**src/include/rob_defines.svh**
```systemverilog
`ifndef ROB_DEFINES_SVH
`define ROB_DEFINES_SVH

// index bits of the reorder buffer, 64 entries
`define ROB_WIDTH 6

// set to 1'b0 to drop the concurrent assertions
`define ROB_ASSERT_ON 1'b1

`endif

```
**src/hw/rob_pkg.sv**
```systemverilog
`include "rob_defines.svh"

package rob_pkg;

    //////////////////////////////////////////////////////////////////////
    // sizes
    //////////////////////////////////////////////////////////////////////
    localparam int ROB_WIDTH  = `ROB_WIDTH;
    localparam int ROB_DEPTH  = 1 << ROB_WIDTH;
    localparam int AREG_WIDTH = 5;
    localparam int WORD_WIDTH = 32;

    // enables the assertion blocks in the stages
    localparam bit ROB_ASSERT_ON = `ROB_ASSERT_ON;

    typedef logic [ROB_WIDTH-1:0]  rob_id_t;
    typedef logic [ROB_WIDTH:0]    rob_cnt_t;
    typedef logic [AREG_WIDTH-1:0] areg_t;
    typedef logic [WORD_WIDTH-1:0] word_t;

    //////////////////////////////////////////////////////////////////////
    // stage payloads
    //////////////////////////////////////////////////////////////////////

    // one dispatch slot
    typedef struct packed {
        logic  valid;
        areg_t areg;
        logic  w_reg;
        word_t pc;
    } dispatch_req_t;

    // instruction info kept per entry
    typedef struct packed {
        areg_t areg;
        logic  w_reg;
        word_t pc;
    } rob_inst_entry_t;

    // one result bus
    typedef struct packed {
        logic    valid;
        rob_id_t rob_id;
        word_t   data;
        logic    exc;
    } cdb_t;

    typedef struct packed {
        word_t data;
        logic  exc;
    } rob_data_entry_t;

    // view of one of the two oldest entries
    typedef struct packed {
        logic  complete;
        areg_t areg;
        logic  w_reg;
        word_t pc;
        word_t data;
        logic  exc;
    } rob_head_t;

    // one retired instruction
    typedef struct packed {
        logic  valid;
        areg_t areg;
        logic  w_reg;
        word_t pc;
        word_t data;
        logic  exc;
    } commit_t;

endpackage

```
**src/hw/rob_commit.sv**
```systemverilog
`timescale 1ns/1ns

module rob_commit (
    input  logic                         clk,
    input  logic                         rst_n_i,

    input  rob_pkg::rob_head_t [1:0]     head_i,
    input  logic                         commit_ready_i,
    output logic [1:0]                   commit_req_o,

    output rob_pkg::commit_t [1:0]       commit_o,
    output logic                         flush_o,

    input  rob_pkg::areg_t               arf_raddr_i,
    output rob_pkg::word_t               arf_rdata_o
);

    logic [1:0]             retire;
    logic [1:0]             arf_we;
    logic                   flush_q;
    rob_pkg::commit_t [1:0] commit_q;

    // architectural register file
    rob_pkg::word_t arf [2**rob_pkg::AREG_WIDTH];

    //////////////////////////////////////////////////////////////////////
    // retirement rule
    //////////////////////////////////////////////////////////////////////

    // nothing retires while the flush is going out
    always_comb begin
        retire[0] = head_i[0].complete & commit_ready_i & ~flush_q;
        retire[1] = retire[0] & head_i[1].complete & ~head_i[0].exc;
        for (int i = 0; i < 2; i++) begin
            arf_we[i] = retire[i] & head_i[i].w_reg & ~head_i[i].exc;
        end
    end

    assign commit_req_o = retire;

    //////////////////////////////////////////////////////////////////////
    // register file
    //////////////////////////////////////////////////////////////////////

    // slot 1 is younger, so it wins on the same register
    always_ff @(posedge clk) begin
        if (!rst_n_i) begin
            for (int r = 0; r < 2**rob_pkg::AREG_WIDTH; r++) begin
                arf[r] <= '0;
            end
        end else begin
            for (int i = 0; i < 2; i++) begin
                if (arf_we[i]) begin
                    arf[head_i[i].areg] <= head_i[i].data;
                end
            end
        end
    end

    // r0 is hardwired
    assign arf_rdata_o = (arf_raddr_i == '0) ? '0 : arf[arf_raddr_i];

    //////////////////////////////////////////////////////////////////////
    // registered commit output and flush
    //////////////////////////////////////////////////////////////////////
    always_ff @(posedge clk) begin
        if (!rst_n_i) begin
            commit_q[0].valid <= 1'b0;
            commit_q[1].valid <= 1'b0;
            flush_q           <= 1'b0;
        end else begin
            for (int i = 0; i < 2; i++) begin
                commit_q[i].valid <= retire[i];
                commit_q[i].areg  <= head_i[i].areg;
                commit_q[i].w_reg <= head_i[i].w_reg;
                commit_q[i].pc    <= head_i[i].pc;
                commit_q[i].data  <= head_i[i].data;
                commit_q[i].exc   <= head_i[i].exc;
            end
            // an excepting entry empties the buffer
            flush_q <= |(retire & {head_i[1].exc, head_i[0].exc});
        end
    end

    assign commit_o = commit_q;
    assign flush_o  = flush_q;

endmodule

```
**config.mk**
```make
export PLATFORM = sky130hd
export DESIGN_NAME = rob_commit
export DESIGN_NICKNAME = d
export VERILOG_FILES = /design/src/hw/rob_pkg.sv /design/src/hw/rob_commit.sv
export VERILOG_INCLUDE_DIRS = /design/src /design/src/include
export SDC_FILE = /design/constraint.sdc
export NUM_CORES = 2
export LEC_CHECK = 0
export ABC_AREA = 0
export CAP_MARGIN = 20
export CORE_ASPECT_RATIO = 0.7
export CORE_MARGIN = 2
export CORE_UTILIZATION = 45
export CTS_CLUSTER_SIZE = 16
export DETAILED_ROUTE_END_ITERATION = 10
export DONT_BUFFER_PORTS = 1
export PLACE_DENSITY = 0.64
export SKIP_LAST_GASP = 1
export SYNTH_ARGS = -nofsm -noshare
export SYNTH_HDL_FRONTEND = slang
export SYNTH_SLANG_ARGS = --single-unit
```
**constraint.sdc**
```tcl
create_clock -name clk -period 3.21 [get_ports clk]
set_input_delay 0.642 -clock clk [delete_from_list [all_inputs] [get_ports clk]]
set_output_delay 0.642 -clock clk [all_outputs]
set_load 0.005 [all_outputs]
```
Word level (Yosys, flattened, before mapping)
Memories as Yosys holds them, arrays and structs flattened.
Index checks and enable logic that the tools add are counted.
Operators by class
  multiplexer cells: 14
  bitwise logic cells: 12
  reductions and logical operators: 4
Operator list (number)
  $mux W32: 3
  $reduce_or A32 Y1: 2
  $mux W5: 2
  $mux W1: 9
  $and A1 B1 Y1: 8
  $logic_not A5 Y1: 1
  $not A1 Y1: 3
  $and A2 B2 Y2: 1
  $reduce_or A2 Y1: 1
Word-level totals
  bits in registers: 145
  bits in writable memories: 1024
  output and inout port bits: 179
  memories kept: 1
Memories
  arf: words 32, width 32, read ports 1, clocked after Yosys merged registers in 0, wr ports 32, line rob_commit.sv:24  | rob_pkg::word_t arf [2**rob_pkg::AREG_WIDTH];

Longest topological paths before layout
  word-level depth: 11
  depth in mapped cells: 9
  depth with buffers taken out: 4

Least setup slack after synthesis
Ideal clock, no wire load.
  path kind: input-to-reg
  start: input head_i[0] (netlist bit)
  end: memory arf[30][0] (netlist bit) (enable)
  library setup time: 0.395 ns
  arrival: 2.872 ns
  path slack: -0.057 ns
  stages on the path: 7
  cell sequence: nand2b_1 -> buf_2 -> buf_6 -> buf_4 -> nor4_4 -> clkbuf_1 -> nand3b_1
RTL lines
  from (decl): line rob_commit.sv:7  | input rob_pkg::rob_head_t [1:0] head_i,
  to (decl): line rob_commit.sv:24

Worst setup path in the final report
  start: input arf_raddr_i[2]
  end: output arf_rdata_o[9]
On the way
  longest elaborated chain between the ends: 2
  elaborated cells between the ends (all ways): 3
  those cells by class: 1 x mux; 1 x reduce/logical; 1 x memory
RTL lines
  from (decl): line rob_commit.sv:14  | input rob_pkg::areg_t arf_raddr_i,
  $mem_v2 Z32 W32 / $logic_not A5 Y1 (equally long branches)
  $mux W32 *: line rob_commit.sv:61  | assign arf_rdata_o = (arf_raddr_i == '0) ? '0 : arf[arf_raddr_i];
  to (decl): line rob_commit.sv:15  | output rob_pkg::word_t arf_rdata_o
Every way passes the cells marked *; elsewhere a longest branch is shown, timed or not.

==> reports/metrics.cfg <==
[synthesis]
yosys.area.top_type=edfxtp_1
syn-cell-area_um2=58240
synth_compound_area_frac=0.1387
synth_top_family_by_area=compound AO/OA/AOI/OAI gates
ys.flop_type=edfxtp_1
synth_area_per_cell_um2=12.40
synth_cell_types=45
netlist.area_leader.share=0.6012
synth_edf_count=1166
ys_seq_elements=1169
syn-instance-count=4698
synth_fp_nets=4850
synth-xor-area-share=0
ys_seq_area_frac=0.6022
ys_warn_count=0
muxShareOfSynthArea=0.1038
yosys-top-cells-area=edfxtp_1, mux4_2, nand2_1
synthAdderAreaFrac=0
async_flop_share=0
yosys.area_share.simple=0.1095

[drt]
ant_nets=0
first_pass_iters=6
viasPerCell=6.398
drc_errors=0
first_iter_violations=6556
wl_um=192300
vias=41760
avgRoutedWirePerCell_um=29.47

[placed_design]
finalWeightedCongestion=0.8641
portBuffers=0
dp_cells=6165
dpl.hpwl_um=117500

[timing]
setup_viol=14
relSlewSlack=0.2307
max_clock_freq_mhz=292.4
hold_viol=0
skew_ps=18.84
fin_tns_setup_ps=-1206
fin_crit_sh=1.065
rsz0062_at_grt=true
layout_setup_ws_ps=-209.6
slew_viol_final=0
whs_ps=47.10
worst_slew_pin_slew_ps=1154
finalCriticalPeriod_ps=3420

[floorplan]
coreArea_um2=128500
rows=110
die_w_um=434.0
start_util=0.4531
dieHeight_um=305.0
ios=331
dieArea_um2=132400

[job]
cap_violations=0

[layout]
area_growth_pct=14.20
fin_nets=4842
drive_above_1_share=0.1842
final_util=0.5174
regArea_um2=35070
final_cells=6526
nFillCells=10740
multiInputGateArea_um2=20910

[clock_network]
clk_pin_slew_worst_paths_ps=70
root_buffer=clkbuf_16
max-clock-path-buffers=3
clkLatencyLatePin_ps=750
post_cts_buffers=0
h-tree-depth=3
clkSinkCount=1169
cts_tree=done
numCtsBuffers=117

[worst_setup_path]
critPathCaptureType=output pin
path_buf_inv=1
path_cells=mux2i_1 > a221oi_1 > o21ai_0 > a311oi_2 > buf_4
cp_slowest_cell=a311oi_2
startpoint_type=input pin
cp.arrival_ps=2780
crit_fanout=289
cp.required_ps=2570
critPathKind=input pin to output pin
crit_path_max_incr_delay_ps=540
path_delay_family=compound AO/OA/AOI/OAI gates
r2r_slack_ps=350

[power]
leakagePower_nw=22.81
p_per_area_nw_per_um2=500.2
power.total_w=0.03327
ir_drop_v=0.0004433

[global_route]
grtUsageTotal=0.2876
use_met2=0.3976
grt_pass1_wl_um=279700
met1_usage=0.4352
top_usage_layer=met1
first_global_vias=39670
grt_max_degree=290
use_met3=0.08199
antenna_found_initial=3
overflow=0

[hold_path]
hold_path_class=input pin to flip-flop

[status]
status=complete, but fails checks
failed_checks=negative setup slack

==> area by class of cell <==
class | count | area share
well taps | 1736 | 0.03266
repair buffers | 454 | 0.06836
flip-flops and latches | 1169 | 0.5273
clock buffers | 143 | 0.04733
inverters | 3 | 0.0001881
multi-input cells | 2945 | 0.3143
diodes | 1 | 0.00003762
clock inverters | 75 | 0.009745
==> through the flow <==
step / worst slack, ps / instance area (um2)
CTS: -49.12 / 66450
floorplan: 2.329 / 58250
global placement: -82.06 / 61150
finish: -209.6 / 66510
detailed placement: -46.17 / 61150
global route: -57.26 / 66510
==> what timing repair did <==
action | 4_1_cts | 5_1_grt
gates resized for setup | 24 | 17
hold buffers | 142 | 0
cloned | 1 | 0
hold endpoints to repair | 159 | 0
endpoints found under the setup margin | 10 | 23
pin swaps | 0 | 4
==> layout by cell type (no fill, tap or decap), types with 32 or more instances in the layout <==
cell type / instances
mux2i_1: 64
edfxtp_1: 1166
o21ai_1: 115
o21ai_0: 522
nor2b_1: 32
dlygate4sd3_1: 142
nor2_1: 36
clkbuf_16: 119
mux4_2: 224
nor4_4: 42
a22o_1: 434
nand2_1: 1205
buf_12: 62
buf_4: 249
==> cell families (layout without fill, tap and decap cells) <==
| group | Yosys count | count (layout) |
|---|---|---|
| multiplexers | 320 | 320 |
| AO/OA/AOI/OAI | 1208 | 1208 |
| flip-flops | 1169 | 1169 |
| buffers and inverters | 585 | 675 |
| other | 0 | 1 |
| AND/OR/NAND/NOR | 1416 | 1417 |
==> Yosys cell counts, types with 3 or more instances <==
master / instances
nand2_1: 1230
edfxtp_1: 1166
o21ai_0: 536
a22o_1: 434
clkbuf_1: 382
mux4_2: 224
buf_2: 132
o21ai_1: 108
mux2i_1: 64
nor2b_1: 45
nor2_1: 37
nor4_4: 37
a211oi_1: 32
a22oi_1: 32
a311oi_1: 32
mux2_2: 32
buf_6: 31
a221oi_1: 23
buf_4: 20
buf_1: 17
nor4_1: 16
nor4_2: 10
o2111ai_1: 9
nand3b_1: 7
nand2b_1: 5
nor2b_2: 4
or3b_2: 4
and2b_1: 3
dfxtp_1: 3
inv_1: 3
==> path summary, 6_finish.rpt <==
path | from | endpoint | depth (start not counted)
hold / removal | head_i[0] | flush_o | 2
hold reg to reg | flush_o | commit_o[71] | 3
setup reg to reg | flush_o | arf[8][15] | 6
setup / recovery | arf_raddr_i[2] | arf_rdata_o[9] | 5
==> per-layer routing <==
| metal | vias to the layer above | share of wire |
|---|---|---|
| met1 | 20630 | 0.40 |
| met5 | - | 0 |
| met3 | 341 | 0.14 |
| met2 | 3149 | 0.42 |
| li1 | 17630 | - |
| met4 | 0 | 0.031 |
==> registers in the layout (all words and copies together), names as in the netlist <==
signal	flops
arf	1024
commit_o	144
flush_o	1
==> power by group <==
| part | internal [W] | switching, W | total (W) | leakage, nW |
|---|---|---|---|---|
| clock | 0.00775 | 0.00623 | 0.0140 | 1.86 |
| sequential | 0.0172 | 0.000180 | 0.0174 | 12.4 |
| combinational | 0.000885 | 0.000979 | 0.00186 | 8.54 |
| total | 0.0259 | 0.00739 | 0.0333 | 22.8 |
Power figures use the tool's default switching activity.
