<file path="config.mk">
export PLATFORM = sky130hd
export DESIGN_NAME = rob_alloc
export DESIGN_NICKNAME = d
export VERILOG_FILES = /design/src/hw/rob_pkg.sv /design/src/hw/rob_alloc.sv
export VERILOG_INCLUDE_DIRS = /design/src /design/src/include
export SDC_FILE = /design/constraint.sdc
export NUM_CORES = 1
export LEC_CHECK = 0
export BUFFER_PORTS_ARGS = -buffer_cell sky130_fd_sc_hd__buf_2
export CORE_MARGIN = 2
export CORE_UTILIZATION = 35
export CTS_BUF_LIST = sky130_fd_sc_hd__clkbuf_8
export DETAILED_ROUTE_END_ITERATION = 10
export GPL_TIMING_DRIVEN = 0
export PLACE_DENSITY = 0.83
export SYNTH_ARGS = -nofsm -noshare
export SYNTH_HDL_FRONTEND = slang
export SYNTH_SLANG_ARGS = --single-unit
</file>
<file path="constraint.sdc">
create_clock -name clk -period 3.51 [get_ports clk]
set_clock_uncertainty 0.05 [all_clocks]
set_input_delay 0.5265 -clock clk [delete_from_list [all_inputs] [get_ports clk]]
set_output_delay 0.5265 -clock clk [all_outputs]
set_load 0.05 [all_outputs]
</file>
<file path="src/include/rob_defines.svh">
`ifndef ROB_DEFINES_SVH
`define ROB_DEFINES_SVH

// index bits of the reorder buffer, 64 entries
`define ROB_WIDTH 6

// set to 1'b0 to drop the concurrent assertions
`define ROB_ASSERT_ON 1'b1

`endif

</file>
<file path="src/hw/rob_pkg.sv">
`include "rob_defines.svh"

package rob_pkg;

    //////////////////////////////////////////////////////////////////////
    // sizes
    //////////////////////////////////////////////////////////////////////
    localparam int ROB_WIDTH  = `ROB_WIDTH;
    localparam int ROB_DEPTH  = 1 << ROB_WIDTH;
    localparam int AREG_WIDTH = 5;
    localparam int WORD_WIDTH = 32;

    // enables the assertion blocks in the stages
    localparam bit ROB_ASSERT_ON = `ROB_ASSERT_ON;

    typedef logic [ROB_WIDTH-1:0]  rob_id_t;
    typedef logic [ROB_WIDTH:0]    rob_cnt_t;
    typedef logic [AREG_WIDTH-1:0] areg_t;
    typedef logic [WORD_WIDTH-1:0] word_t;

    //////////////////////////////////////////////////////////////////////
    // stage payloads
    //////////////////////////////////////////////////////////////////////

    // one dispatch slot
    typedef struct packed {
        logic  valid;
        areg_t areg;
        logic  w_reg;
        word_t pc;
    } dispatch_req_t;

    // instruction info kept per entry
    typedef struct packed {
        areg_t areg;
        logic  w_reg;
        word_t pc;
    } rob_inst_entry_t;

    // one result bus
    typedef struct packed {
        logic    valid;
        rob_id_t rob_id;
        word_t   data;
        logic    exc;
    } cdb_t;

    typedef struct packed {
        word_t data;
        logic  exc;
    } rob_data_entry_t;

    // view of one of the two oldest entries
    typedef struct packed {
        logic  complete;
        areg_t areg;
        logic  w_reg;
        word_t pc;
        word_t data;
        logic  exc;
    } rob_head_t;

    // one retired instruction
    typedef struct packed {
        logic  valid;
        areg_t areg;
        logic  w_reg;
        word_t pc;
        word_t data;
        logic  exc;
    } commit_t;

endpackage

</file>
<file path="src/hw/rob_alloc.sv">
`timescale 1ns/1ns

module rob_alloc (
    input  logic                             clk,
    input  logic                             rst_n_i,
    input  logic                             flush_i,

    input  rob_pkg::dispatch_req_t [1:0]     dispatch_i,
    input  logic [1:0]                       commit_cnt_i,
    output logic                             dispatch_ready_o,
    output rob_pkg::rob_id_t [1:0]           dispatch_id_o,

    output logic [1:0]                       alloc_we_o,
    output rob_pkg::rob_id_t [1:0]           alloc_id_o,
    output rob_pkg::rob_inst_entry_t [1:0]   alloc_entry_o
);

    rob_pkg::rob_id_t  alloc_ptr_q;
    rob_pkg::rob_cnt_t rob_cnt_q;
    rob_pkg::rob_cnt_t rob_cnt_d;
    rob_pkg::rob_cnt_t n_alloc;
    logic [1:0]        accept;

    // room for a full pair
    assign dispatch_ready_o = (rob_cnt_q <= rob_pkg::rob_cnt_t'(rob_pkg::ROB_DEPTH - 2));

    // slot 1 only rides along with slot 0
    assign accept[0] = dispatch_i[0].valid & dispatch_ready_o;
    assign accept[1] = dispatch_i[1].valid & dispatch_i[0].valid & dispatch_ready_o;

    assign n_alloc   = rob_pkg::rob_cnt_t'(accept[0]) + rob_pkg::rob_cnt_t'(accept[1]);
    assign rob_cnt_d = rob_cnt_q + n_alloc - rob_pkg::rob_cnt_t'(commit_cnt_i);

    always_ff @(posedge clk) begin
        if (!rst_n_i || flush_i) begin
            alloc_ptr_q <= '0;
            rob_cnt_q   <= '0;
        end else begin
            alloc_ptr_q <= alloc_ptr_q + rob_pkg::rob_id_t'(n_alloc);
            rob_cnt_q   <= rob_cnt_d;
        end
    end

    // indices and table writes for the pair
    always_comb begin
        for (int i = 0; i < 2; i++) begin
            dispatch_id_o[i]       = alloc_ptr_q + rob_pkg::rob_id_t'(i);
            alloc_id_o[i]          = dispatch_id_o[i];
            alloc_entry_o[i].areg  = dispatch_i[i].areg;
            alloc_entry_o[i].w_reg = dispatch_i[i].w_reg;
            alloc_entry_o[i].pc    = dispatch_i[i].pc;
        end
        alloc_we_o = accept;
    end

    if (rob_pkg::ROB_ASSERT_ON) begin : g_assert
        a_cnt_bound: assert property (
            @(posedge clk) disable iff (!rst_n_i)
            rob_cnt_q <= rob_pkg::rob_cnt_t'(rob_pkg::ROB_DEPTH)
        );
    end

endmodule

</file>
---- Yosys cells after proc, flatten, opt, wreduce, memory -nomap -nowiden ----
Cells that the tools add are included.
word-level totals
  register bits ........................... 13
  bits of input ports ..................... 83
operators by class
  bitwise operators ....................... 3
  $add $sub $neg .......................... 5
  reduce and logical (&&, ||, !) cells .... 2
  $lt $le $gt $ge ......................... 1
operators with widths
  cell                 number
  $add 7x2->7          1
  $le 7x6->1 const B   1
  $sub 7x2->7          1
  $add 6x1->6 const B  1
  $add 6x2->6          1
  $and 1x1->1          3
  $add 1x1->2          1
  $logic_not 1->1      1
  $logic_or 1x1->1     1

---- Depth between registers and ports, before layout ----
Gate-level depths: netlist (run 1).
  depth after elaboration ................. 5
  gate-level depth with buffers ........... 16

---- Least setup slack after synthesis (run 1) ----
OpenSTA, ideal clock, no wires.
  kind .................................... register -> register
  from .................................... register rob_cnt_q[6]
  to ...................................... register rob_cnt_q[6]
  stages on the path, launching flop included .. 16
  slack ................................... -1028 ps
  path buffers ............................ 0
  clock period less this slack ............ 4538 ps
  arrival time ............................ 4355 ps
  library setup time ...................... 133 ps
  path through ............................ dfxtp_1 > inv_1 > ha_1 > nand4_1 > a31oi_1 > nor3b_1 > and2_1 > ha_1 > inv_1 > fa_1 > inv_1 > fa_1 > a211oi_1 > nor2_1 > nand4b_1 > o211ai_1
between the ends
  cells in the longest elaborated chain, start to end .. 5
  elaborated cells between the ends (all ways) .. 6
  those cells by class .................... add/sub (3); order compare (1); bitwise (2)
ends and longest elaborated chain
  item                     line             source
  from (decl)              rob_alloc.sv:19  rob_pkg::rob_cnt_t rob_cnt_q;
  from (signal assigned)   rob_alloc.sv:40  rob_cnt_q <= rob_cnt_d;
  $le 7x6->1               rob_alloc.sv:25  assign dispatch_ready_o = (rob_cnt_q <= rob_pkg::rob_cnt_t'(rob_pkg::ROB_DEPTH - 2));
  $and 1x1->1              rob_alloc.sv:28  assign accept[0] = dispatch_i[0].valid & dispatch_ready_o;
  named net alloc_we_o[0]  rob_alloc.sv:13  output logic [1:0] alloc_we_o,
  $add 1x1->2              rob_alloc.sv:31  assign n_alloc = rob_pkg::rob_cnt_t'(accept[0]) + rob_pkg::rob_cnt_t'(accept[1]);
  $add 7x2->7              rob_alloc.sv:32  assign rob_cnt_d = rob_cnt_q + n_alloc - rob_pkg::rob_cnt_t'(commit_cnt_i);
  $sub 7x2->7              rob_alloc.sv:32
The timed path passes the listed nets, and every way through them passes these cells.
A chain may end at the register's enable or synchronous reset.

---- Final worst setup path (run 1) ----
  from .................................... register rob_cnt_q[6]
  to ...................................... register rob_cnt_q[6]
between the ends
  cells in the longest elaborated chain, start to end .. 5
  elaborated cells between the ends (all ways) .. 6
  those cells by class .................... add/sub (3); order compare (1); bitwise (2)
ends and longest elaborated chain
  item                                   line
  $le 7x6->1                             rob_alloc.sv:25
  $and 1x1->1, on equally long branches  rob_alloc.sv:28, rob_alloc.sv:29
  $add 1x1->2                            rob_alloc.sv:31
  $add 7x2->7 *                          rob_alloc.sv:32
  $sub 7x2->7 *                          rob_alloc.sv:32
Every way passes the cells marked *; elsewhere a longest branch is shown, timed or not.

==> out/qor.csv, run 1 <==
stage,metric,value,unit
status,run_status,"finished, final reports clean",
cells_and_area,areaGrowthSynthToFinish,41.83,%
clock_tree,clk_path_buf_depth,2,
detailed_routing,detail_route.vias_per_cell,4.211,
setup_path,worstSetupEndpointType,register,
synthesis,synthesis.instances,196,
setup_path,critical_path.most_common_cell,sky130_fd_sc_hd__inv_1,
detailed_routing,post_drt_wl_per_cell,9.895,um
global_routing,grt_pass1_wl,5.168,mm
setup_path,critical-path-max-stage-delay,470,ps
pwr,max-vdd-ir-drop,0.1614,mV
pwr,power.share.clock,13.4,%
setup_path,timing_worst_setup_path_type,register to register,
placement,hpwl,3.280,mm
floorplan,start_util,36.88,%
setup_path,data_arrival_critical_path,3170,ps
synthesis,synth_commonest_cells,"88 x sky130_fd_sc_hd__buf_4, 15 x sky130_fd_sc_hd__ha_1, 14 x sky130_fd_sc_hd__inv_1, 13 x sky130_fd_sc_hd__dfxtp_1, 10 x sky130_fd_sc_hd__nor2_1",
detailed_routing,dr.pass1.iters,4,
floorplan,floorplan.die_area,5246,um^2
clock_tree,cts_inserted_buffers,3,
placement,place_ws,379.5,ps
sta,timing.setup.tns,0,ps
placement,globalplace.congestion,0.7461,
synthesis,netlist_top_cells_area,"sky130_fd_sc_hd__buf_4 40%, sky130_fd_sc_hd__dfxtp_1 16%, sky130_fd_sc_hd__ha_1 11%",
detailed_routing,first_iter_violations,26,
clock_tree,tritoncts_clock_tree,built,
synthesis,synth.top_cell.area_share,40.31,%
sta,final-setup-viol-count,0,
placement,port-buffer-count,109,
clock_tree,ctsHoldBuffers,0,
clock_tree,clock-sinks,13,
sta,final.min_clock_period,3104,ps
floorplan,horizontal_die_dimension,72.43,um
pwr,cellLeakagePower,0.001364,uW
setup_path,cp_data_required_time,3570,ps
cells_and_area,n_antenna_cell,0,
setup_path,worstPathMaxFanout,3,
sta,maxSlewHeadroom,62.51,%
placement,placed_cells,357,
synthesis,synth.largest_area_cell,sky130_fd_sc_hd__buf_4,
synthesis,synth_most_common_cell,sky130_fd_sc_hd__buf_4,
synthesis,synth_nets,297,
sta,worst_slew_pin_slew,561.2,ps
synthesis,ys_async_sr_fraction,0,%
pwr,seqPwrFrac,20.5,%
global_routing,grt_max_degree,11,
pwr,power_per_cell_area,416.4,nW/um^2
synthesis,synth.distinct_cells,29,
floorplan,rows,24,
global_routing,grt_pass1_vias,1322,
synthesis,synth.ff_latch_count,13,
flow_run,max_capacitance_violation_count,0,
synthesis,mappedNetlistArea,1639,um^2
global_routing,grt_antenna_before_repair,0,
floorplan,design.core.area,4444,um^2
clock_tree,clock_pin_transition_on_the_worst_setup_and_hold_timing_paths,50,ps
floorplan,io_pins,186,
setup_path,critical_path.startpoint_type,register,
clock_tree,clk_latency,240,ps
clock_tree,ctsHtreeMaxLevel,1,
sta,rsz0062_at_grt,false,
cells_and_area,layout.area.seq,261.5,um^2
sta,finalCritPeriodShare,88.45,%
pwr,sw_frac_of_total,50.70,%
detailed_routing,wirelength,3.572,mm
pwr,combinationalPowerShare,66.1,%
synthesis,synth-warning-count,0,
sta,final_critical_path_setup_slack,405.5,ps
clock_tree,cts_repair_resize_count,0,
pwr,intPower,477.3,uW
synthesis,yosys_most_used_dff,sky130_fd_sc_hd__dfxtp_1,
global_routing,grt_util_all_layers,12.29,%
detailed_routing,routed-via-count,1520,
cells_and_area,final_cells,361,
synthesis,post_synthesis_area_per_instance,8.363,um^2
floorplan,chipHeight,72.43,um
detailed_routing,antenna_violating_nets_post_route,0,
pwr,netSwitchingPower,490.8,uW
global_routing,sum_of_overflow_across_all_layers_after_global_routing,0,
clock_tree,cts_post_setup_buffers_inserted,0,
synthesis,synth-edff-count,0,
clock_tree,clock-root-buffer,sky130_fd_sc_hd__clkbuf_8,
cells_and_area,layout_nets,411,
cells_and_area,multi_input_comb_area,684.4,um^2
synthesis,ys_seq_area_share,15.88,%
setup_path,crit_path_top_delay_cell,sky130_fd_sc_hd__fa_1,
detailed_routing,drcViolationCount,0,
setup_path,critical_path.cell_chain,inv_1 -> ha_1 -> nand4_1 -> a31oi_1 -> nor3b_4 -> and2_4 -> ha_4 -> inv_1 -> fa_1 -> inv_1 -> fa_2 -> a211oi_1 -> nor2_1 -> nand4b_1 -> o211ai_1,
sta,final-max-slew-violation-count,0,
cells_and_area,drive_above_1_share,67.96,%
sta,hold_violations,0,
hold_path,hold_path.class,register to register,
sta,timing.fmax,322.1,MHz
cells_and_area,fill_cells,411,
==> flip-flops by register name, indices dropped and copies added (netlist names) <==
signal	cells
rob_cnt_q	7
alloc_ptr_q	6
==> routing by layer <==
layer | vias up | global-route usage [%] | part of all wire [%] | routed length [um]
met3 | 4 | 0.5556 | 8.1 | 290
li1 | 774 | - | - | -
met4 | 0 | 6.173 | 1.6 | 57
met2 | 92 | 26.10 | 59 | 2103
met1 | 650 | 11.53 | 31 | 1121
met5 | - | 0 | 0 | 0
==> area by class of cell <==
cell class              count  share of cell area (%)
repair buffers            109                   23.47
well taps                  52                   2.799
clock inverters             1                  0.1615
multi-input cells          79                   29.44
flip-flops and latches     13                   11.25
plain buffers              90                   28.85
clock buffers               3                   1.776
inverters                  14                   2.260
==> critical path: cells and delay by family (launching register included) <==
family	cells	cell delay, ps
compound gates	3	390
fa+ha+maj	4	1200
buf+inv	3	180
flops	1	370
simple gates	5	790
==> cell usage in the layout, fill, tap and decap left out, drive strengths merged, types with 2 or more instances in the layout <==
cell | synthesis | layout
buf | 90 | 199
o21ai | 2 | 2
nand2 | 2 | 2
nand4b | 2 | 2
nor2b | 2 | 2
o211ai | 2 | 2
and2 | 5 | 5
xnor2 | 6 | 6
ha | 15 | 15
nor3 | 5 | 5
clkbuf | 0 | 3
dfxtp | 13 | 13
inv | 14 | 15
nand3 | 4 | 4
xor2 | 3 | 3
fa | 3 | 3
a21o | 2 | 2
a211oi | 5 | 5
nor3b | 4 | 4
nor2 | 10 | 10
==> power groups by stage <==
stage	sequential, uW	clock [uW]	combinational [uW]
final	199	129	640
after CTS	199	134	647
after global placement	200	0	625
after global routing	202	135	693
after detailed placement	202	0	645
after floorplan	204	0	526
==> cell families (layout without fill, tap and decap cells) <==
group / count (synthesis) / in the layout / share of synthesized area, %
adder cells (fa/ha/maj): 18 / 18 / 15.11
flip-flops: 13 / 13 / 15.88
AO/OA/AOI/OAI: 13 / 13 / 5.725
XOR/XNOR: 9 / 9 / 4.809
buffers and inverters: 104 / 217 / 44.12
AND/OR/NAND/NOR: 39 / 39 / 14.35
==> stage by stage <==
| step | hold slack (ps) | power (uW) | util [%] | area (um^2) |
|---|---|---|---|---|
| finish | 523.3 | 968.1 | 52.31 | 2325 |
| global route | 552.3 | 1030 | 52.31 | 2325 |
| floorplan | 501.0 | 730.4 | - | 1669 |
| detailed placement | 513.4 | 847.1 | 51.30 | 2280 |
| global placement | 511.2 | 824.8 | 51.30 | 2280 |
| CTS | 529.4 | 979.8 | 52.31 | 2325 |
==> worst paths after layout <==
kind	startpoint	end	slack (ps)	depth (start not counted)
worst min-delay path	alloc_ptr_q[5]	alloc_ptr_q[5]	520	2
worst max-delay path	rob_cnt_q[6]	rob_cnt_q[6]	410	15
worst min register to register	alloc_ptr_q[5]	alloc_ptr_q[5]	520	2
worst max register to register	rob_cnt_q[6]	rob_cnt_q[6]	410	15
No activity file was read; power rests on OpenSTA's default activity.
==> inputs of run 2 (changes only) <==
Settings changed: BUFFER_PORTS_ARGS -buffer_cell sky130_fd_sc_hd__buf_2 to -buffer_cell sky130_fd_sc_hd__buf_4, MAX_ROUTING_LAYER from default to met4, PLACE_DENSITY 0.83 to 0.85.
==> out/qor.csv, run 2 (synthesis results as in run 1) <==
stage,metric,value,unit,change
detailed_routing,dr.pass1.iters,3,,-1
cells_and_area,layout.core_utilization,58.45,%,+6.1 points
cells_and_area,layout_nets,411,,unchanged
clock_tree,clk_latency,240,ps,about the same
clock_tree,clock_pin_transition_on_the_worst_setup_and_hold_timing_paths,50,ps,about the same
detailed_routing,drcViolationCount,0,,unchanged
floorplan,horizontal_die_dimension,72.43,um,unchanged
sta,rsz0062_at_grt,false,,
setup_path,worstSetupEndpointType,register,,
sta,final.min_clock_period,3160,ps,+55.97 ps
setup_path,critical_path.cell_chain,inv_1 -> ha_1 -> nand4_1 -> a31oi_1 -> nor3b_4 -> and2_4 -> ha_4 -> inv_1 -> fa_1 -> inv_1 -> fa_2 -> a211oi_1 -> nor2_1 -> nand4b_1 -> o211ai_1,,
setup_path,rr_endpoint,rob_cnt_q[6],,
placement,port-buffer-count,109,,unchanged
global_routing,sum_of_overflow_across_all_layers_after_global_routing,0,,unchanged
cells_and_area,drive_above_1_share,67.96,%,unchanged
clock_tree,ctsHoldBuffers,0,,unchanged
sta,timing.setup.tns,0,ps,unchanged
setup_path,critical_path.startpoint,rob_cnt_q[6],,
cells_and_area,layout_common_cells,"197 x sky130_fd_sc_hd__buf_4, 15 x sky130_fd_sc_hd__inv_1, 14 x sky130_fd_sc_hd__ha_1",,
sta,finalCritPeriodShare,90.04,%,+1.6 points
detailed_routing,detail_route.vias_per_cell,4.277,,+1.6%
clock_tree,clk_path_buf_depth,2,,unchanged
setup_path,crit_path_top_delay_cell,sky130_fd_sc_hd__fa_1,,
detailed_routing,antenna_violating_nets_post_route,0,,unchanged
flow_run,max_capacitance_violation_count,0,,unchanged
global_routing,grt_antenna_before_repair,0,,unchanged
pwr,max-vdd-ir-drop,0.1864,mV,+16%
setup_path,data_arrival_critical_path,3220,ps,+50 ps
clock_tree,cts_post_setup_buffers_inserted,0,,unchanged
cells_and_area,fill_cells,389,,-5.4%
setup_path,rrSetupSlack,350,ps,-60 ps
clock_tree,clock-sinks,13,,unchanged
setup_path,critical-path-max-stage-delay,490,ps,+20 ps
clock_tree,clock-root-buffer,sky130_fd_sc_hd__clkbuf_8,,
setup_path,worstPathMaxFanout,3,,unchanged
floorplan,floorplan.die_area,5246,um^2,unchanged
cells_and_area,layout_top_registers,"rob_cnt_q: 7 flops, alloc_ptr_q: 6 flops",,
detailed_routing,post_drt_wl_per_cell,10.68,um,+7.9%
floorplan,chipHeight,72.43,um,unchanged
cells_and_area,final_cells,361,,unchanged
cells_and_area,registers.top_by_ff_count,rob_cnt_q,,
sta,hold_violations,0,,unchanged
cells_and_area,layout.cells.most_common,sky130_fd_sc_hd__buf_4,,
detailed_routing,wirelength,3.854,mm,+7.9%
setup_path,origin_of_the_critical_flop_to_flop_path,rob_cnt_q[6],,
floorplan,io_pins,186,,unchanged
clock_tree,ctsHtreeMaxLevel,1,,unchanged
cells_and_area,n_antenna_cell,0,,unchanged
pwr,cellLeakagePower,0.001439,uW,+5.5%
setup_path,critical_path.most_common_cell,sky130_fd_sc_hd__inv_1,,
setup_path,critical_path.startpoint_type,register,,
clock_tree,tritoncts_clock_tree,built,,
sta,final_critical_path_setup_slack,349.6,ps,-55.97 ps
floorplan,rows,24,,unchanged
status,run_status,"finished, final reports clean",,
detailed_routing,routed-via-count,1544,,+1.6%
global_routing,grt_pass1_vias,1410,,+6.7%
floorplan,design.core.area,4444,um^2,unchanged
global_routing,grt_max_degree,11,,unchanged
global_routing,grt_pass1_wl,5.651,mm,+9.3%
placement,place_ws,348.9,ps,-30.62 ps
placement,hpwl,3.510,mm,+7.0%
sta,timing.fmax,316.4,MHz,-1.8%
placement,placed_cells,357,,unchanged
pwr,design_power_total,1012,uW,+4.5%
detailed_routing,first_iter_violations,20,,-23%
setup_path,rr_worst_depth,15,,unchanged
clock_tree,cts_repair_resize_count,0,,unchanged
setup_path,endpoint,rob_cnt_q[6],,
sta,worst_slew_pin_slew,561.2,ps,+0.007987 ps
setup_path,cp_data_required_time,3570,ps,about the same
placement,globalplace.congestion,0.7647,,+2.5%
sta,final-setup-viol-count,0,,unchanged
cells_and_area,areaGrowthSynthToFinish,58.47,%,
global_routing,grt_util_all_layers,13.52,%,+1.2 points
hold_path,hold_path.class,register to register,,
floorplan,start_util,36.88,%,unchanged
clock_tree,cts_inserted_buffers,3,,unchanged
sta,final-max-slew-violation-count,0,,unchanged
sta,maxSlewHeadroom,62.51,%,about the same
setup_path,timing_worst_setup_path_type,register to register,,
cells_and_area,largest_register_ff_count,7,,unchanged
pwr,power_per_cell_area,389.5,nW/um^2,-6.5%
-- run 2: cell types whose count changed in the layout (fill, tap and decap cells not counted) --
cell | previous run | this run
sky130_fd_sc_hd__buf_2 | 111 | 2
sky130_fd_sc_hd__buf_4 | 88 | 197
-- run 2: worst min path at each step --
stage | startpoint | slack, ps | cells after the start | to
detailed placement | alloc_ptr_q[5] | 520 | 2 | alloc_ptr_q[5]
floorplan | rob_cnt_q[0] | 500 | 2 | rob_cnt_q[0]
global placement | alloc_ptr_q[5] | 510 | 2 | alloc_ptr_q[5]
CTS | alloc_ptr_q[5] | 540 | 2 | alloc_ptr_q[5]
global route | alloc_ptr_q[5] | 570 | 2 | alloc_ptr_q[5]
finish | alloc_ptr_q[5] | 540 | 2 | alloc_ptr_q[5]
-- run 2: area by class of cell --
cell class              count  area [um^2]  area share, %
flip-flops and latches     13        261.5          10.07
inverters                  14        52.55          2.023
plain buffers              90        670.6          25.82
clock inverters             1        3.754         0.1445
well taps                  52        65.06          2.505
repair buffers            109        818.3          31.50
multi-input cells          79        684.4          26.35
clock buffers               3        41.29          1.590
-- run 2: through the flow --
step / cell area (um^2) / hold slack, ps
final: 2597 / 537.4
after global routing: 2597 / 568.5
after CTS: 2597 / 542.2
after detailed placement: 2552 / 523.0
after global placement: 2552 / 512.1
after floorplan: 1669 / 501.0
-- run 2: where the power goes --
| part | switching, uW | leakage, uW | internal, uW |
|---|---|---|---|
| registers | 26.4 | 0.000107 | 173 |
| logic | 414 | 0.00131 | 268 |
| clock network | 53.1 | 0.0000269 | 77.1 |
| total | 493 | 0.00144 | 518 |
-- run 2: metal layers --
metal  global-route usage, %  vias up  wire [um]
met5                       -        -          0
met1                   11.73      671       1144
met4                   4.938        0         47
met2                   28.54       95       2251
li1                        -      772          -
met3                   1.806        6        411
-- run 2: worst max-delay path, delay by kind of cell (launching register included) --
family,cells,cell delay (ps)
buffers and inverters,3,180
adder cells (fa/ha/maj),4,1210
flip-flops,1,370
AND/OR/NAND/NOR,5,810
AO/OA/AOI/OAI,3,390
==> inputs of run 3 (changes only) <==
Settings changed: CTS_BUF_LIST sky130_fd_sc_hd__clkbuf_8 to sky130_fd_sc_hd__clkbuf_4 sky130_fd_sc_hd__clkbuf_8.
Clock period 3.51 ns to 3.57 ns, I/O delays scaled along.
==> out/qor.csv, run 3 (synthesis results as in run 1) <==
stage,metric,value,unit,change
status,run_status,"finished, final reports clean",,
sta,final-max-slew-violation-count,0,,unchanged
clock_tree,clock-sinks,13,,unchanged
cells_and_area,layout.cells.most_common,sky130_fd_sc_hd__buf_4,,
clock_tree,clk_path_buf_depth,2,,unchanged
pwr,netSwitchingPower,491.5,uW,-0.40%
cells_and_area,areaGrowthSynthToFinish,58.47,%,unchanged
setup_path,worstPathMaxFanout,3,,unchanged
hold_path,hold_path.class,register to register,,
pwr,max-vdd-ir-drop,0.1590,mV,-15%
cells_and_area,layout.area.seq,260.3,um^2,-0.48%
placement,hpwl,3.462,mm,-1.4%
clock_tree,clk_latency,240,ps,about the same
floorplan,design.core.area,4444,um^2,unchanged
cells_and_area,n_antenna_cell,0,,unchanged
global_routing,grt_util_all_layers,13.99,%,+0.47 points
setup_path,timing_worst_setup_path_type,register to register,,
pwr,intPower,510.4,uW,-1.5%
pwr,sw_frac_of_total,49.06,%,+0.28 points
global_routing,grt_pass1_wl,5.713,mm,+1.1%
sta,final.min_clock_period,3205,ps,+44.41 ps
floorplan,rows,24,,unchanged
floorplan,horizontal_die_dimension,72.43,um,unchanged
sta,maxSlewHeadroom,62.93,%,+0.43 points
placement,port-buffer-count,109,,unchanged
hold_path,worst_hold_startpoint,alloc_ptr_q[5],,
cells_and_area,layout.core_utilization,58.45,%,unchanged
global_routing,grt_pass1_vias,1389,,-1.5%
sta,rsz0062_at_grt,false,,
sta,hold_violations,0,,unchanged
detailed_routing,post_drt_wl_per_cell,10.85,um,+1.7%
detailed_routing,antenna_violating_nets_post_route,0,,unchanged
global_routing,sum_of_overflow_across_all_layers_after_global_routing,0,,unchanged
cells_and_area,multi_input_comb_area,684.4,um^2,unchanged
pwr,cellLeakagePower,0.001438,uW,-0.12%
floorplan,floorplan.die_area,5246,um^2,unchanged
cells_and_area,layout_common_cells,"197 x sky130_fd_sc_hd__buf_4, 14 x sky130_fd_sc_hd__inv_1, 14 x sky130_fd_sc_hd__ha_1",,
pwr,seqPwrFrac,19.5,%,-0.2 points
detailed_routing,routed-via-count,1540,,-0.26%
detailed_routing,wirelength,3.918,mm,+1.7%
cells_and_area,layout_nets,411,,unchanged
cells_and_area,drive_above_1_share,67.96,%,unchanged
setup_path,critical_path.startpoint,rob_cnt_q[6],,
clock_tree,clock_pin_transition_on_the_worst_setup_and_hold_timing_paths,50,ps,about the same
sta,worst_slew_pin_slew,554.9,ps,-6.363 ps
detailed_routing,drcViolationCount,0,,unchanged
detailed_routing,dr.pass1.iters,4,,+1
clock_tree,ctsHoldBuffers,0,,unchanged
clock_tree,cts_inserted_buffers,3,,unchanged
pwr,design_power_total,1002,uW,-0.96%
setup_path,data_arrival_critical_path,3270,ps,+50 ps
pwr,power_per_cell_area,385.7,nW/um^2,-0.96%
cells_and_area,layout_top_registers,"rob_cnt_q: 7 flops, alloc_ptr_q: 6 flops",,
setup_path,critical_path.startpoint_type,register,,
sta,timing.fmax,312.0,MHz,-1.4%
pwr,power.share.clock,13.2,%,+0.3 points
clock_tree,ctsHtreeMaxLevel,1,,unchanged
clock_tree,clock-root-buffer,sky130_fd_sc_hd__clkbuf_8,,
floorplan,start_util,36.88,%,unchanged
setup_path,worstSetupEndpointType,register,,
floorplan,io_pins,186,,unchanged
setup_path,origin_of_the_critical_flop_to_flop_path,rob_cnt_q[6],,
global_routing,grt_antenna_before_repair,0,,unchanged
cells_and_area,registers.top_by_ff_count,rob_cnt_q,,
cells_and_area,fill_cells,393,,+1.0%
placement,globalplace.congestion,0.7545,,-1.3%
pwr,combinationalPowerShare,67.3,%,about the same
global_routing,grt_max_degree,11,,unchanged
sta,final-setup-viol-count,0,,unchanged
detailed_routing,first_iter_violations,31,,+55%
sta,finalCritPeriodShare,89.77,%,-0.27 points
cells_and_area,largest_register_ff_count,7,,unchanged
flow_run,max_capacitance_violation_count,0,,unchanged
sta,timing.setup.tns,0,ps,unchanged
setup_path,cp_data_required_time,3640,ps,+70 ps
clock_tree,tritoncts_clock_tree,built,,
clock_tree,cts_post_setup_buffers_inserted,0,,unchanged
clock_tree,cts_repair_resize_count,0,,unchanged
detailed_routing,detail_route.vias_per_cell,4.266,,-0.26%
floorplan,chipHeight,72.43,um,unchanged
[run 3: cell count changes in the layout (fill, tap and decap cells not counted)]
cell / previous run / this run
sky130_fd_sc_hd__inv_1: 15 / 14
sky130_fd_sc_hd__clkinv_2: 0 / 1
sky130_fd_sc_hd__dfxtp_2: 1 / 0
sky130_fd_sc_hd__dfxtp_1: 12 / 13
[run 3: routing by layer]
| layer | up-vias | track usage (%) | wire length [um] | part of all wire, % |
|---|---|---|---|---|
| li1 | 771 | - | - | - |
| met4 | 0 | 6.173 | 34 | 0.87 |
| met3 | 2 | 1.250 | 370 | 9.4 |
| met2 | 94 | 28.75 | 2275 | 58 |
| met1 | 673 | 12.73 | 1238 | 32 |
| met5 | - | - | 0 | 0 |
[run 3: final cells by class]
class / count / area share (%)
Timing Repair Buffer: 109 / 31.50
Multi-Input combinational cell: 79 / 26.35
Buffer: 90 / 25.82
Sequential cell: 13 / 10.02
Tap cell: 52 / 2.505
Inverter: 14 / 2.023
Clock buffer: 3 / 1.590
Clock inverter: 1 / 0.1927
[run 3: path summary, 6_finish.rpt]
check	to	slack [ps]	cells past startpoint
setup reg to reg	rob_cnt_q[6]	370	15
setup / recovery	rob_cnt_q[6]	370	15
hold reg to reg	alloc_ptr_q[5]	530	2
hold / removal	alloc_ptr_q[5]	530	2
[run 3: metrics by stage]
| step | cell area (um^2) | setup WS [ps] | hold slack, ps | std cells |
|---|---|---|---|---|
| global placement | 2551 | 421.3 | 512.1 | 357 |
| detailed placement | 2551 | 370.7 | 521.6 | 357 |
| CTS | 2597 | 344.5 | 538.5 | 361 |
| floorplan | 1668 | 45.89 | 501.0 | 196 |
| finish | 2597 | 365.2 | 530.8 | 361 |
| global route | 2597 | 158.5 | 580.9 | 361 |
[run 3: power by group through the flow]
stage / sequential (uW) / combinational [uW] / clock [uW]
floorplan: 200 / 518 / 0
global placement: 196 / 660 / 0
detailed placement: 198 / 675 / 0
CTS: 195 / 677 / 137
global route: 199 / 727 / 145
finish: 196 / 674 / 132
[run 3: critical path, stage by stage, from the launching register on]
cell	delay (ps)
sky130_fd_sc_hd__dfxtp_1	390
sky130_fd_sc_hd__inv_1	60
sky130_fd_sc_hd__ha_1	180
sky130_fd_sc_hd__nand4_1	90
sky130_fd_sc_hd__a31oi_1	80
sky130_fd_sc_hd__nor3b_4	320
sky130_fd_sc_hd__and2_4	220
sky130_fd_sc_hd__ha_4	140
sky130_fd_sc_hd__inv_1	50
sky130_fd_sc_hd__fa_1	480
sky130_fd_sc_hd__inv_1	80
sky130_fd_sc_hd__fa_2	420
sky130_fd_sc_hd__a211oi_1	230
sky130_fd_sc_hd__nor2_1	110
sky130_fd_sc_hd__nand4b_1	100
sky130_fd_sc_hd__o211ai_1	90
